File: src/chacha_defines.svh
/*
 * Widths and limits for the ChaCha core, 256-bit key mode only
 * The rounds port must carry an even count from 2 to 20
 */
`ifndef CHACHA_DEFINES_SVH
`define CHACHA_DEFINES_SVH

// State word and word count
`define CHACHA_WORD_W    32
`define CHACHA_NUM_WORDS 16

// Port widths
`define CHACHA_KEY_W    256
`define CHACHA_IV_W     64
`define CHACHA_CTR_W    64
`define CHACHA_BLOCK_W  512
`define CHACHA_ROUNDS_W 5

// Double-round counter, holds up to rounds/2
`define CHACHA_DR_W 4

`endif

File: src/chacha_ctrl_pkg.sv
/*
 * Controller state encoding for the ChaCha core
 */
package chacha_ctrl_pkg;

  // IDLE until first pulse, DONE holds the result
  typedef enum logic [2:0] {
    IDLE     = 3'd0,
    INIT     = 3'd1,
    ROUNDS   = 3'd2,
    FINALIZE = 3'd3,
    DONE     = 3'd4
  } ctrl_state_t;

endpackage

File: src/chacha_ctrl.sv
/*
 * Controller FSM, one quarterround step per cycle in ROUNDS
 * rounds must be even and nonzero when a pulse is accepted
 * Pulses arriving while busy are dropped
 */
`timescale 1ns/1ps
`include "chacha_defines.svh"

module chacha_ctrl (
  input  logic                        clk,
  input  logic                        dr_ctr_rst,
  input  logic                        init,
  input  logic                        next,
  input  logic [`CHACHA_ROUNDS_W-1:0] rounds,
  output logic                        ctr_set,
  output logic                        ctr_inc,
  output logic                        load_state,
  output logic                        update_state,
  output logic                        diag_sel,
  output logic                        update_output,
  output logic                        ready,
  output logic                        data_out_valid
);

  chacha_ctrl_pkg::ctrl_state_t state_r;
  chacha_ctrl_pkg::ctrl_state_t state_nxt;
  logic                         qr_ctr_r;
  logic [`CHACHA_DR_W-1:0]      dr_ctr_r;
  logic                         round_clr;
  logic                         dr_inc;

  // --------------------------------------------------
  // Next state and strobes
  // --------------------------------------------------
  always_comb
  begin
    state_nxt     = state_r;
    ctr_set       = 1'b0;
    ctr_inc       = 1'b0;
    load_state    = 1'b0;
    update_state  = 1'b0;
    update_output = 1'b0;
    round_clr     = 1'b0;
    dr_inc        = 1'b0;
    case (state_r)
      chacha_ctrl_pkg::IDLE,
      chacha_ctrl_pkg::DONE:
      begin
        // Init wins over next
        if (init)
        begin
          ctr_set   = 1'b1;
          state_nxt = chacha_ctrl_pkg::INIT;
        end
        else if (next)
        begin
          ctr_inc   = 1'b1;
          state_nxt = chacha_ctrl_pkg::INIT;
        end
      end
      chacha_ctrl_pkg::INIT:
      begin
        load_state = 1'b1;
        round_clr  = 1'b1;
        state_nxt  = chacha_ctrl_pkg::ROUNDS;
      end
      chacha_ctrl_pkg::ROUNDS:
      begin
        update_state = 1'b1;
        // Diagonal step closes a double round
        if (qr_ctr_r)
        begin
          dr_inc = 1'b1;
          if (dr_ctr_r == rounds[`CHACHA_ROUNDS_W-1:1] - 1'b1)
          begin
            state_nxt = chacha_ctrl_pkg::FINALIZE;
          end
        end
      end
      chacha_ctrl_pkg::FINALIZE:
      begin
        update_output = 1'b1;
        state_nxt     = chacha_ctrl_pkg::DONE;
      end
      default:
      begin
        state_nxt = chacha_ctrl_pkg::IDLE;
      end
    endcase
  end

  // --------------------------------------------------
  // State and round counters
  // --------------------------------------------------
  always_ff @(posedge clk)
  begin
    if (dr_ctr_rst)
    begin
      state_r  <= chacha_ctrl_pkg::IDLE;
      qr_ctr_r <= 1'b0;
      dr_ctr_r <= '0;
    end
    else
    begin
      state_r <= state_nxt;
      if (round_clr)
      begin
        qr_ctr_r <= 1'b0;
        dr_ctr_r <= '0;
      end
      else
      begin
        if (update_state)
        begin
          qr_ctr_r <= ~qr_ctr_r;
        end
        if (dr_inc)
        begin
          dr_ctr_r <= dr_ctr_r + 1'b1;
        end
      end
    end
  end

  // 0 columns, 1 diagonals
  assign diag_sel       = qr_ctr_r;
  assign ready          = (state_r == chacha_ctrl_pkg::IDLE) || (state_r == chacha_ctrl_pkg::DONE);
  assign data_out_valid = (state_r == chacha_ctrl_pkg::DONE);

  // Round count seen at acceptance drives the whole operation
  a_rounds_legal: assert property (@(posedge clk) disable iff (dr_ctr_rst)
    (ready && (init || next)) |-> (!rounds[0] && rounds != '0));

endmodule

File: config.mk
export PLATFORM = sky130hd
export DESIGN_NAME = chacha_ctrl
export DESIGN_NICKNAME = d
export VERILOG_FILES = /design/src/chacha_ctrl_pkg.sv /design/src/chacha_ctrl.sv
export VERILOG_INCLUDE_DIRS = /design/src
export SDC_FILE = /design/constraint.sdc
export NUM_CORES = 1
export LEC_CHECK = 0
export ABC_AREA = 1
export BUFFER_PORTS_ARGS = -buffer_cell sky130_fd_sc_hd__buf_2
export CAP_MARGIN = 15
export CELL_PAD_IN_SITES_DETAIL_PLACEMENT = 0
export CELL_PAD_IN_SITES_GLOBAL_PLACEMENT = 2
export CORE_MARGIN = 2
export CORE_UTILIZATION = 24
export DETAILED_ROUTE_END_ITERATION = 6
export PLACE_DENSITY_LB_ADDON = 0.1
export SLEW_MARGIN = 20
export SYNTH_ARGS = -nofsm -noshare
export SYNTH_HDL_FRONTEND = slang
export SYNTH_SLANG_ARGS = --single-unit
File: constraint.sdc
create_clock -name clk -period 1.2 [get_ports clk]
set_input_delay 0.12 -clock clk [delete_from_list [all_inputs] [get_ports clk]]
set_output_delay 0.12 -clock clk [all_outputs]
set_load 0.01 [all_outputs]
==> metrics.txt <==
run status=finished clean; grt total ovfl=0; CTS tree=done; Cell Area, Synth=573 um^2; Final Hold Fails=0; final RePlAce weighted congestion=~0.7; Sinks on Clock Net=8; Setup crit end kind=output pin; Hold Crit Class=in2reg; syn nets=103; initial antenna violation count=0; core area=2230 um^2; crit start category=flop; CTS clk-pin slew, worst paths=0.06 ns; Final Setup Violations=0; Hold-fix buffers, CTS=0; Clock Latency Late Sink=0.26 ns; Total Nets Final=around 120; CP max FO=5; Seq. cell area=164 um^2; P per Cell Area=1030 nW/um^2; Max Cap Viol=0; DRC viols=0; WL/cell=8.49 um; share of layout cells above drive strength 1=between 20 and 30%; final slew viol count=0; H-Tree Level Count=1; Post-Syn Instances=between 90 and 100; #FFs+latches synth=8; Clock Skew=0.00320 ns; detail-routed via count per cell=about 4; fin cells=around 140; most common cell after layout, fill and taps aside=nand2_1; Yosys cell types=20; clk root buf=clkbuf_4; Post-DP Area=between 600 and 700 um^2; commonest non-fill, non-tap cells in the layout=30 x nand2_1, 15 x inv_1, 15 x buf_2; pre-CTS setup slack=0.0459 ns; Die X-Extent=around 53 um; Synth Area per Inst=slightly above 6 um^2; cts bufs inserted=3; number of global-route vias before repair=452; Multi-input gate area=roughly 350 um^2; slew margin rel.=84.1%; Top Ports=17; WHS=roughly 0.048 ns; Initial Utilization=roughly a quarter; router iterations before antenna repair=4; CP arrival=1.00 ns; GRT Util Overall=9.63%; via count=558; Post CTS Setup Buffer Count=0; DIE HEIGHT=52.9 um; # diodes=0; Placed Cells incl. Taps=~140; largest net degree at the start of global routing=7; num rows=17; period utilization=93.4%; DRT Wirelength=1180 um; crit path kind=reg2out; Leak=about 0.38 nW; starting DRC count in detailed routing=5; number of port buffers=15; Tmin final=about 1.1 ns; Layout Area Growth over Synthesis=26.9%; Die Footprint=around 2800 um^2; final std cell area, no fill=about 730 um^2; Tot Pwr=~0.00075 W; Final Worst Setup Slack=approximately 0.08 ns; Clock Tree Buf Depth=2; Max Fclk=roughly 900 MHz; Max VDD drop=around 0.59 mV; register area share after synthesis=between 20 and 30%; Least-Margin Pin Slew=~0.24 ns; Detailed Place HPWL=960 um; Synth warnings=0; Post-DRT Antenna Nets=0; first-pass GRT wire length=1930 um; required time at the worst-slack endpoint=1.08 ns; fill count=266
cell type report:
cell class                      instances  area share, %
Clock buffer                            3           3.10
Inverter                               19           10.2
Multi-Input combinational cell         65           48.0
Sequential cell                         8           22.5
Tap cell                               28           4.82
Timing Repair Buffer                   16           11.4
registers in the layout, indices dropped and copies added (netlist names):
| register | cells |
|---|---|
| dr_ctr_r | 4 |
| state_r | 3 |
| diag_sel | 1 |
logic make-up after synthesis:
kind of cell | share of synthesized area (%)
adders and majority gates | 4.37
and+or+nand+nor | 43.9
buffers and inverters | 12.9
xor gates and xnor gates | 1.53
DFF | 27.9
AOI/OAI and AO/OA | 9.39
Yosys cell counts:
cell,count,area share [%]
nand2_1,30,20
inv_1,15,9.8
nor2_1,11,7.2
dfxtp_1,8,28
a21oi_1,6,5.2
nand3_1,4,3.5
inv_2,3,2.0
ha_1,2,4.4
nor3_1,2,1.7
a21oi_2,1,1.5
inv_4,1,1.1
nand2_2,1,1.1
nand2_4,1,2.0
nand3_4,1,3.1
nand4_1,1,1.1
nor2_8,1,3.5
o211ai_1,1,1.3
o21a_1,1,1.3
or2_1,1,1.1
xor2_1,1,1.5
what timing repair did:
action	in CTS	in global routing
gates resized for setup	1	4
endpoints found under the setup margin	1	2
pin swaps	0	2
worst paths after layout:
kind / end / startpoint / cells past startpoint / slack [ns]
setup reg to reg: state_r[0] / state_r[1] / 6 / 0.15
hold / removal: state_r[1] / dr_ctr_rst / 2 / 0.05
hold reg to reg: dr_ctr_r[2] / dr_ctr_r[2] / 2 / 0.50
setup / recovery: update_state / state_r[0] / 4 / 0.08
worst max-delay path, stage by stage, from the launching register on:
cell     delay, ns
dfxtp_2       0.34
inv_4         0.09
nand3_4       0.12
inv_2         0.07
buf_2         0.12
per-layer routing:
layer	global-route usage (%)	up-vias	wire length [um]
met1	13.9	228	619
met4	6.41	0	10
li1	-	321	-
met2	12.1	7	502
met3	2.54	2	46
met5	0	-	0
power by group:
group | switching (W) | internal (W)
Clock | 0.000100 | 0.000115
Combinational | 0.000142 | 0.0000889
Sequential | 0.0000168 | 0.000285
through the flow:
| step | util [%] | TNS, ns |
|---|---|---|
| final | 32.5 | 0 |
| after global routing | 32.5 | -0.0325 |
| after CTS | 32.0 | 0 |
| after detailed placement | 30.9 | 0 |
| after global placement | 30.9 | 0 |
| after floorplan | - | 0 |
No activity file was read; power rests on OpenSTA's default activity.
