===== config.mk =====
export PLATFORM = sky130hd
export DESIGN_NAME = chacha_block_ctr
export DESIGN_NICKNAME = d
export VERILOG_FILES = /design/src/chacha_block_ctr.sv
export VERILOG_INCLUDE_DIRS = /design/src
export SDC_FILE = /design/constraint.sdc
export NUM_CORES = 1
export LEC_CHECK = 0
export ABC_AREA = 0
export BUFFER_PORTS_ARGS = -buffer_cell sky130_fd_sc_hd__buf_2
export CAP_MARGIN = 30
export CORE_MARGIN = 5
export CORE_UTILIZATION = 43
export DETAILED_ROUTE_END_ITERATION = 7
export PLACE_DENSITY = 0.79
export SYNTH_ARGS = -nofsm -noshare
export SYNTH_HDL_FRONTEND = slang
export SYNTH_SLANG_ARGS = --single-unit

===== constraint.sdc =====
create_clock -name clk -period 5 [get_ports clk]
set_clock_uncertainty 0.2 [all_clocks]
set_input_delay 1 -clock clk [delete_from_list [all_inputs] [get_ports clk]]
set_output_delay 1 -clock clk [all_outputs]
set_load 0.1 [all_outputs]

===== src/chacha_defines.svh =====
/*
 * Widths and limits for the ChaCha core, 256-bit key mode only
 * The rounds port must carry an even count from 2 to 20
 */
`ifndef CHACHA_DEFINES_SVH
`define CHACHA_DEFINES_SVH

// State word and word count
`define CHACHA_WORD_W    32
`define CHACHA_NUM_WORDS 16

// Port widths
`define CHACHA_KEY_W    256
`define CHACHA_IV_W     64
`define CHACHA_CTR_W    64
`define CHACHA_BLOCK_W  512
`define CHACHA_ROUNDS_W 5

// Double-round counter, holds up to rounds/2
`define CHACHA_DR_W 4

`endif


===== src/chacha_block_ctr.sv =====
/*
 * 64-bit block counter as two 32-bit halves
 * Upper half steps only when the lower half wraps
 */
`timescale 1ns/1ps
`include "chacha_defines.svh"

module chacha_block_ctr (
  input  logic                     clk,
  input  logic                     dr_ctr_rst,
  input  logic                     ctr_set,
  input  logic                     ctr_inc,
  input  logic [`CHACHA_CTR_W-1:0] ctr,
  output logic [`CHACHA_CTR_W-1:0] block_ctr
);

  localparam int HALF_W = `CHACHA_CTR_W / 2;

  logic [HALF_W-1:0] lo_r;
  logic [HALF_W-1:0] hi_r;

  always_ff @(posedge clk)
  begin
    if (dr_ctr_rst)
    begin
      lo_r <= '0;
      hi_r <= '0;
    end
    else if (ctr_set)
    begin
      lo_r <= ctr[HALF_W-1:0];
      hi_r <= ctr[`CHACHA_CTR_W-1:HALF_W];
    end
    else if (ctr_inc)
    begin
      lo_r <= lo_r + 1'b1;
      // Carry decided from the low half value, adders stay separate
      if (lo_r == '1)
      begin
        hi_r <= hi_r + 1'b1;
      end
    end
  end

  assign block_ctr = {hi_r, lo_r};

  // Init and next never both accepted in one cycle
  a_set_xor_inc: assert property (@(posedge clk) disable iff (dr_ctr_rst)
    !(ctr_set && ctr_inc));

endmodule


==> impl_summary.txt, run 1 <==
----------------------------------------------------
[Logic synthesis]
  Commonest register cell after synthesis ... sky130_fd_sc_hd__dfxtp_1
  Post-synth ARST share ... 0%
  Count of unique library cells instantiated by Yosys ... 56
  Simple logic cell fraction of the synthesized area ... 32.8%
  EDFF count, synth ... 0
  Synthesized area per cell ... 8.19 um^2
  Fraction of synthesized area in multiplexers ... 0.766%
  Largest family of logic cells by synthesized area ... simple AND/OR/NAND/NOR gates
  XOR/XNOR share of the synthesized area ... 6.48%
  Syn Inst Count ... 479
  Total of flip-flops plus latches after synthesis ... 64
  Complex-gate fraction of the synthesized area ... 21.2%
  Synthesized netlist net count ... 549
  Share of the yosys chip area belonging to registers ... 32.7%
  Adder-Cell Fraction of Synth Area ... 0.638%
  Synthesis warning total ... 0
  Cell area after synthesis ... 3920 um^2

[STA]
  Unrepaired setup endpoints after global routing ... false
  Setup-violating endpoint count in the final report ... 0
  Period Utilization, post-route ... 60.1%
  Maximum frequency from static timing analysis ... 0.333 GHz
  Max_slew headroom ... 32.0%
  WHS ... 0.362 ns
  Crit path time final ... 3.01 ns
  Number of max-slew violations in the final report ... 0
  Transition at the pin with the smallest max-transition slack ... 1.02 ns
  Summed negative setup slack over all endpoints ... 0 ns
  Endpoints failing hold ... 0

[Worst setup path]
  R2R setup slack ... 2.14 ns
  Capturing element type of the critical path ... flop
  Required @ worst endpoint ... 4.99 ns
  Depth of the most critical reg-to-reg path ... 5
  Crit Path Class ... primary input to flop
  Reg2reg start ... lo_r[11]
  Capturing point of the worst reg2reg path ... hi_r[6]
  Startpoint type of the worst setup path ... primary input
  Max FO, Critical Path ... 13
  Data arrival, critical path ... 3.00 ns
  Worst setup path start ... ctr_inc

[Clock tree]
  Number of clock sinks ... 64
  Cell at the root of the clock tree ... sky130_fd_sc_hd__clkbuf_8
  Number of buffers created by CTS ... 9
  H-tree lvl count ... 3
  Clock Latency Late Sink ... 0.34 ns
  Number of instances resized during post-cts repair ... 0
  Clk pin slew, worst setup/hold paths ... 0.07 ns
  Number of buffers on the longest clock path ... 2
  Post-CTS Hold Fix Bufs ... 0
  Clock tree from TritonCTS ... yes
  Post-CTS setup buffer count ... 0

[Routing]
  DRC violation count after routing ... 0
  Detailed Route Iter0 Violations ... 281
  Routed wirelength normalized by instance count ... 17.0 um
  Number of search-and-repair iterations in the first detailed-routing pass ... 5
  Post-detailed-route count of antenna-violating nets ... 0
  Post-detailed-route via-to-cell ratio ... 6.10
  Total Routed Length ... 11.9 mm
  Via count ... 4273

[Global route]
  Total grt overflow ... 0
  First-pass GRT wire length ... 19.1 mm
  Total GRT Usage ... 20.4%
  Number of global-route vias before repair ... 4002
  Pin count of the biggest net entering global routing ... 68
  Antenna violations before repair ... 0

[Placement]
  Number of placed cells counting well taps ... 685
  Number of port buffers ... 131
  Hpwl dp ... 8.42 mm
  Gp weighted congestion ... 0.813

[Pwr]
  IR drop worst, VDD ... 150 uV
  Leakage power ... 1.92 nW
  Power per cell area ... 294 nW/um^2
  Overall power of the completed layout ... 0.00140 W

[Job]
  Max-Cap Viols ... 0

[Hold path]
  Min-Delay Path Class ... flop to flop
  Number of cells on the worst hold path ... 2
  Origin of the worst min-delay path ... hi_r[1]
  Hold Crit Endpoint ... hi_r[1]

[Final layout]
  Utilization after layout ... 53.9%
  Share of post-route cells with drive strength above 1 ... 28.4%
  FF/Latch Area ... 1280 um^2
  Antenna diode instance count ... 0
  Area of the multi-input gates ... 2430 um^2
  NumNets Final ... 658
  Finished Layout Cells ... 700
  Synthesis-to-finish area growth ... 21.0%
  Fill cells ... 852

[Die]
  Core area ... 8810 um^2
  Die Footprint ... 11100 um^2
  Number of I/O pins ... 132
  Starting density of the core ... 44.5%
  Die Height ... 105 um
  Site row count ... 34
  Die boundary width ... 105 um

[Run status]
  Result of the run ... completed

----------------------------------------------------
[per-stage QoR]
stage / cell area, um^2 / setup WS [ns]
CTS: 4750 / 1.99
global route: 4750 / 1.85
detailed placement: 4590 / 1.61
global placement: 4590 / 1.82
floorplan: 3920 / 1.93
finish: 4750 / 1.99
[cell type report]
| class | count | share of cell area (%) |
|---|---|---|
| Clock inverter | 4 | 0.475 |
| Sequential cell | 64 | 27.0 |
| Timing Repair Buffer | 135 | 14.4 |
| Clock buffer | 11 | 2.77 |
| Multi-Input combinational cell | 361 | 51.1 |
| Inverter | 17 | 1.34 |
| Tap cell | 108 | 2.85 |
[logic make-up after synthesis]
kind of cell	count (synthesis)
AO/OA/AOI/OAI	102
XOR/XNOR	29
adder cells (fa/ha/maj)	2
buffers and inverters	54
flip-flops	64
multiplexers	3
AND/OR/NAND/NOR	225
[registers in the layout (all words and copies together), names as in the netlist]
register,cells
lo_r,32
hi_r,32
[where the power goes]
group | total (W) | switching (W) | internal (W)
sequential | 0.000593 | 0.0000482 | 0.000545
clock | 0.000376 | 0.000201 | 0.000175
combinational | 0.000427 | 0.000336 | 0.0000912
total | 0.00140 | 0.000585 | 0.000811
[cells in the mapped netlist, types with 4 or more instances]
cell type | count | share of area (%)
sky130_fd_sc_hd__inv_1 | 17 | 1.6
sky130_fd_sc_hd__o21ai_0 | 4 | 0.51
sky130_fd_sc_hd__nor2_1 | 50 | 4.8
sky130_fd_sc_hd__dfxtp_1 | 64 | 33
sky130_fd_sc_hd__nor3_1 | 15 | 1.9
sky130_fd_sc_hd__o21a_1 | 4 | 0.77
sky130_fd_sc_hd__nor4b_1 | 5 | 1.1
sky130_fd_sc_hd__and2_1 | 5 | 0.80
sky130_fd_sc_hd__nand4_1 | 21 | 3.4
sky130_fd_sc_hd__a311o_1 | 4 | 1.0
sky130_fd_sc_hd__xor2_1 | 7 | 1.6
sky130_fd_sc_hd__buf_2 | 9 | 1.1
sky130_fd_sc_hd__a21oi_1 | 8 | 1.0
sky130_fd_sc_hd__and3_1 | 10 | 1.6
sky130_fd_sc_hd__nor4_1 | 14 | 2.2
sky130_fd_sc_hd__o31ai_1 | 5 | 0.96
sky130_fd_sc_hd__nand2_1 | 34 | 3.3
sky130_fd_sc_hd__a311oi_1 | 9 | 2.0
sky130_fd_sc_hd__o221a_2 | 4 | 1.1
sky130_fd_sc_hd__buf_1 | 5 | 0.48
sky130_fd_sc_hd__or2_2 | 4 | 0.64
sky130_fd_sc_hd__nand3_1 | 24 | 3.1
sky130_fd_sc_hd__or3_1 | 5 | 0.80
sky130_fd_sc_hd__xnor2_1 | 22 | 4.9
sky130_fd_sc_hd__nor2b_1 | 6 | 0.96
sky130_fd_sc_hd__o2111a_1 | 5 | 1.4
sky130_fd_sc_hd__and4_1 | 18 | 4.0
sky130_fd_sc_hd__a31oi_1 | 7 | 1.1
sky130_fd_sc_hd__clkbuf_1 | 23 | 2.2
sky130_fd_sc_hd__a211oi_1 | 24 | 4.6
sky130_fd_sc_hd__a2111oi_0 | 9 | 2.0
[placed cells by master (no fill, tap or decap), drive strengths merged, types with 2 or more instances in the layout]
cell and n:
a2111oi 11, a211o 2, a211oi 24, a21oi 8
a311o 4, a311oi 9, a31oi 7, a41o 3
a41oi 2, and2 5, and3 10, and4 19
buf 135, clkbuf 11, clkinv 3, dfxtp 64
ha 2, inv 17, mux2i 3, nand2 34
nand3 25, nand4 23, nor2 50, nor2b 6
nor3 17, nor4 16, nor4b 5, o2111a 5
o211ai 3, o21a 4, o21ai 4, o221a 4
o31ai 5, or2 4, or3 6, or4 2
xnor2 22, xor2 7
[worst max-delay path: stages]
cell and delay [ns]:
sky130_fd_sc_hd__buf_2 0.13, sky130_fd_sc_hd__and4_1 0.41, sky130_fd_sc_hd__nand4_4 0.23, sky130_fd_sc_hd__nor4_4 0.55, sky130_fd_sc_hd__a311oi_1 0.19, sky130_fd_sc_hd__a2111oi_0 0.47
[routing by layer]
layer,track usage [%],routed length [um],share of wire [%],vias up
met5,0,0,0,-
met4,6.75,124,1.0,0
met3,5.50,1190,10,9
met2,32.7,5490,46,201
met1,26.8,5100,43,2006
li1,-,-,-,2057
[how the worst max path moves through the flow]
stage	to	slack (ns)	cells after the start
floorplan	hi_r[5]	1.93	6
global placement	hi_r[5]	1.82	6
detailed placement	hi_r[6]	1.61	6
CTS	hi_r[6]	1.99	6
global route	hi_r[6]	1.85	6
finish	hi_r[6]	1.99	6
(Power assumes the default switching activity.)
==> run 2, diff against run 1 <==
PLACE_DENSITY = 0.82   (was 0.79)
clock period = 2.5 ns   (was 5 ns; I/O delays follow)
==> impl_summary.txt, run 2 (synthesized netlist as in run 1, its figures left out) <==
----------------------------------------------------
[Run status]
  Result of the run ... completed

[Worst setup path]
  Crit Path Class ... flop to flop
  Highest-delay cell along the critical path ... sky130_fd_sc_hd__or4_1
  Critical path's top delay family ... simple AND/OR/NAND/NOR gates
  Data arrival, critical path ... 2.39 ns
  R2R setup slack ... 0.15 ns
  Max FO, Critical Path ... 8
  Buffers & Inverters on Critical Path ... 0
  Startpoint type of the worst setup path ... flop
  Sequence of cells on the critical path ... and4_4 > nand4_4 > or4_1 > o21a_1 > a2111oi_2
  Required @ worst endpoint ... 2.54 ns
  Capturing element type of the critical path ... flop
  Slowest Stage Delay on Critical Path ... 0.71 ns

[Final layout]
  Fill cells ... 824
  NumNets Final ... 681
  Commonest non-fill, non-tap cell in the layout ... sky130_fd_sc_hd__buf_2
  Commonest non-fill, non-tap cells in the layout ... 131 x sky130_fd_sc_hd__buf_2, 50 x sky130_fd_sc_hd__nor2_1, 34 x sky130_fd_sc_hd__nand2_1
  Finished layout cell area ... 5130 um^2
  Synthesis-to-finish area growth ... 30.8%
  Largest registers ... hi_r x32, lo_r x32
  Share of post-route cells with drive strength above 1 ... 39.4%
  Utilization after layout ... 58.2%

[Placement]
  Worst slack at placement ... -0.0289 ns
  Number of port buffers ... 131
  Hpwl dp ... 9.35 mm
  Gp weighted congestion ... 0.893
  Placed Instance Area ... 4930 um^2

[Pwr]
  IR drop worst, VDD ... 288 uV
  Overall power of the completed layout ... 0.00293 W
  Leakage power ... 2.08 nW
  Power per cell area ... 571 nW/um^2

[STA]
  Setup ws final ... 0.145 ns
  Transition at the pin with the smallest max-transition slack ... 0.647 ns
  Period Utilization, post-route ... 94.2%
  Endpoints failing hold ... 0
  Crit path time final ... 2.35 ns
  Max_slew headroom ... 56.5%
  Maximum frequency from static timing analysis ... 0.425 GHz
  Number of max-slew violations in the final report ... 0
  Unrepaired setup endpoints after global routing ... false
  Setup-violating endpoint count in the final report ... 0

[Routing]
  Post-detailed-route count of antenna-violating nets ... 0
  Routed wirelength normalized by instance count ... 17.6 um
  Detailed Route Iter0 Violations ... 291
  Via count ... 4337
  Number of search-and-repair iterations in the first detailed-routing pass ... 5
  Total Routed Length ... 12.7 mm
  Post-detailed-route via-to-cell ratio ... 5.98
  DRC violation count after routing ... 0

[Die]
  Site row count ... 34
  Die boundary width ... 105 um
  Die Footprint ... 11100 um^2
  Starting density of the core ... 44.5%
  Core area ... 8810 um^2
  Die Height ... 105 um
  Number of I/O pins ... 132

[Clock tree]
  Number of buffers created by CTS ... 9
  Number of buffers on the longest clock path ... 2
  Clock Latency Late Sink ... 0.35 ns
  Post-CTS Hold Fix Bufs ... 0
  Number of clock sinks ... 64
  Post-CTS setup buffer count ... 0
  Cell at the root of the clock tree ... sky130_fd_sc_hd__clkbuf_8
  Clk pin slew, worst setup/hold paths ... 0.08 ns
  H-tree lvl count ... 3
  Number of instances resized during post-cts repair ... 0
  Clock tree from TritonCTS ... yes

[Global route]
  Number of global-route vias before repair ... 4338
  Pin count of the biggest net entering global routing ... 46
  Total grt overflow ... 0
  Total GRT Usage ... 22.6%
  Antenna violations before repair ... 0
  First-pass GRT wire length ... 21.1 mm

[Job]
  Max-Cap Viols ... 0

[Hold path]
  Min-Delay Path Class ... primary input to flop

----------------------------------------------------
[run 2: changes by cell type in the layout (fill, tap and decap cells not counted), moves of 2 or more]
| cell | delta |
|---|---|
| sky130_fd_sc_hd__dfxtp_2 | +25 |
| sky130_fd_sc_hd__clkbuf_8 | +4 |
| sky130_fd_sc_hd__clkinv_2 | -3 |
| sky130_fd_sc_hd__buf_12 | +2 |
| sky130_fd_sc_hd__dfxtp_1 | -50 |
| sky130_fd_sc_hd__buf_4 | +21 |
| sky130_fd_sc_hd__dfxtp_4 | +25 |
[run 2: area by class of cell]
class / instances / area, um^2 / area share [%]
multi-input combinational: 361 / 2450 / 47.7
antenna: 1 / 2.50 / 0.0488
timing repair buffer: 158 / 883 / 17.2
inverter: 17 / 63.8 / 1.24
sequential: 64 / 1410 / 27.4
clock buffer: 16 / 190 / 3.71
tap: 108 / 135 / 2.64
[run 2: final timing paths]
path,startpoint,endpoint,cells past startpoint
max,lo_r[27],hi_r[5],5
min,ctr[2],lo_r[2],3
max reg2reg,lo_r[27],hi_r[5],5
min reg2reg,hi_r[1],hi_r[1],2
[run 2: worst register-to-register path, delay by kind of cell, from the launching register on]
kind | cells | cell delay (ns)
simple gates | 3 | 1.18
flops | 1 | 0.36
compound gates | 2 | 0.51
[run 2: metal layers]
metal	vias up	wire, um	track usage (%)	share of wire [%]
li1	2098	-	-	-
met1	2033	5450	29.2	43
met2	184	6060	37.6	48
met3	22	1070	5.75	8.4
met4	0	171	6.38	1.3
met5	-	0	0	0
[run 2: through the flow]
stage          cells  hold slack [ns]  TNS, ns
2_1_floorplan    479            0.434        0
3_3_place_gp     708            0.318        0
3_5_place_dp     708            0.313  -0.0289
4_1_cts          724            0.170        0
5_1_grt          724            0.189        0
6_report         725            0.180        0
[run 2: report_power, final]
part / total, W / internal [W] / switching [W]
Combinational: 0.000869 / 0.000192 / 0.000677
Clock: 0.000872 / 0.000471 / 0.000401
Sequential: 0.00119 / 0.00109 / 0.0000984
Total: 0.00293 / 0.00175 / 0.00118
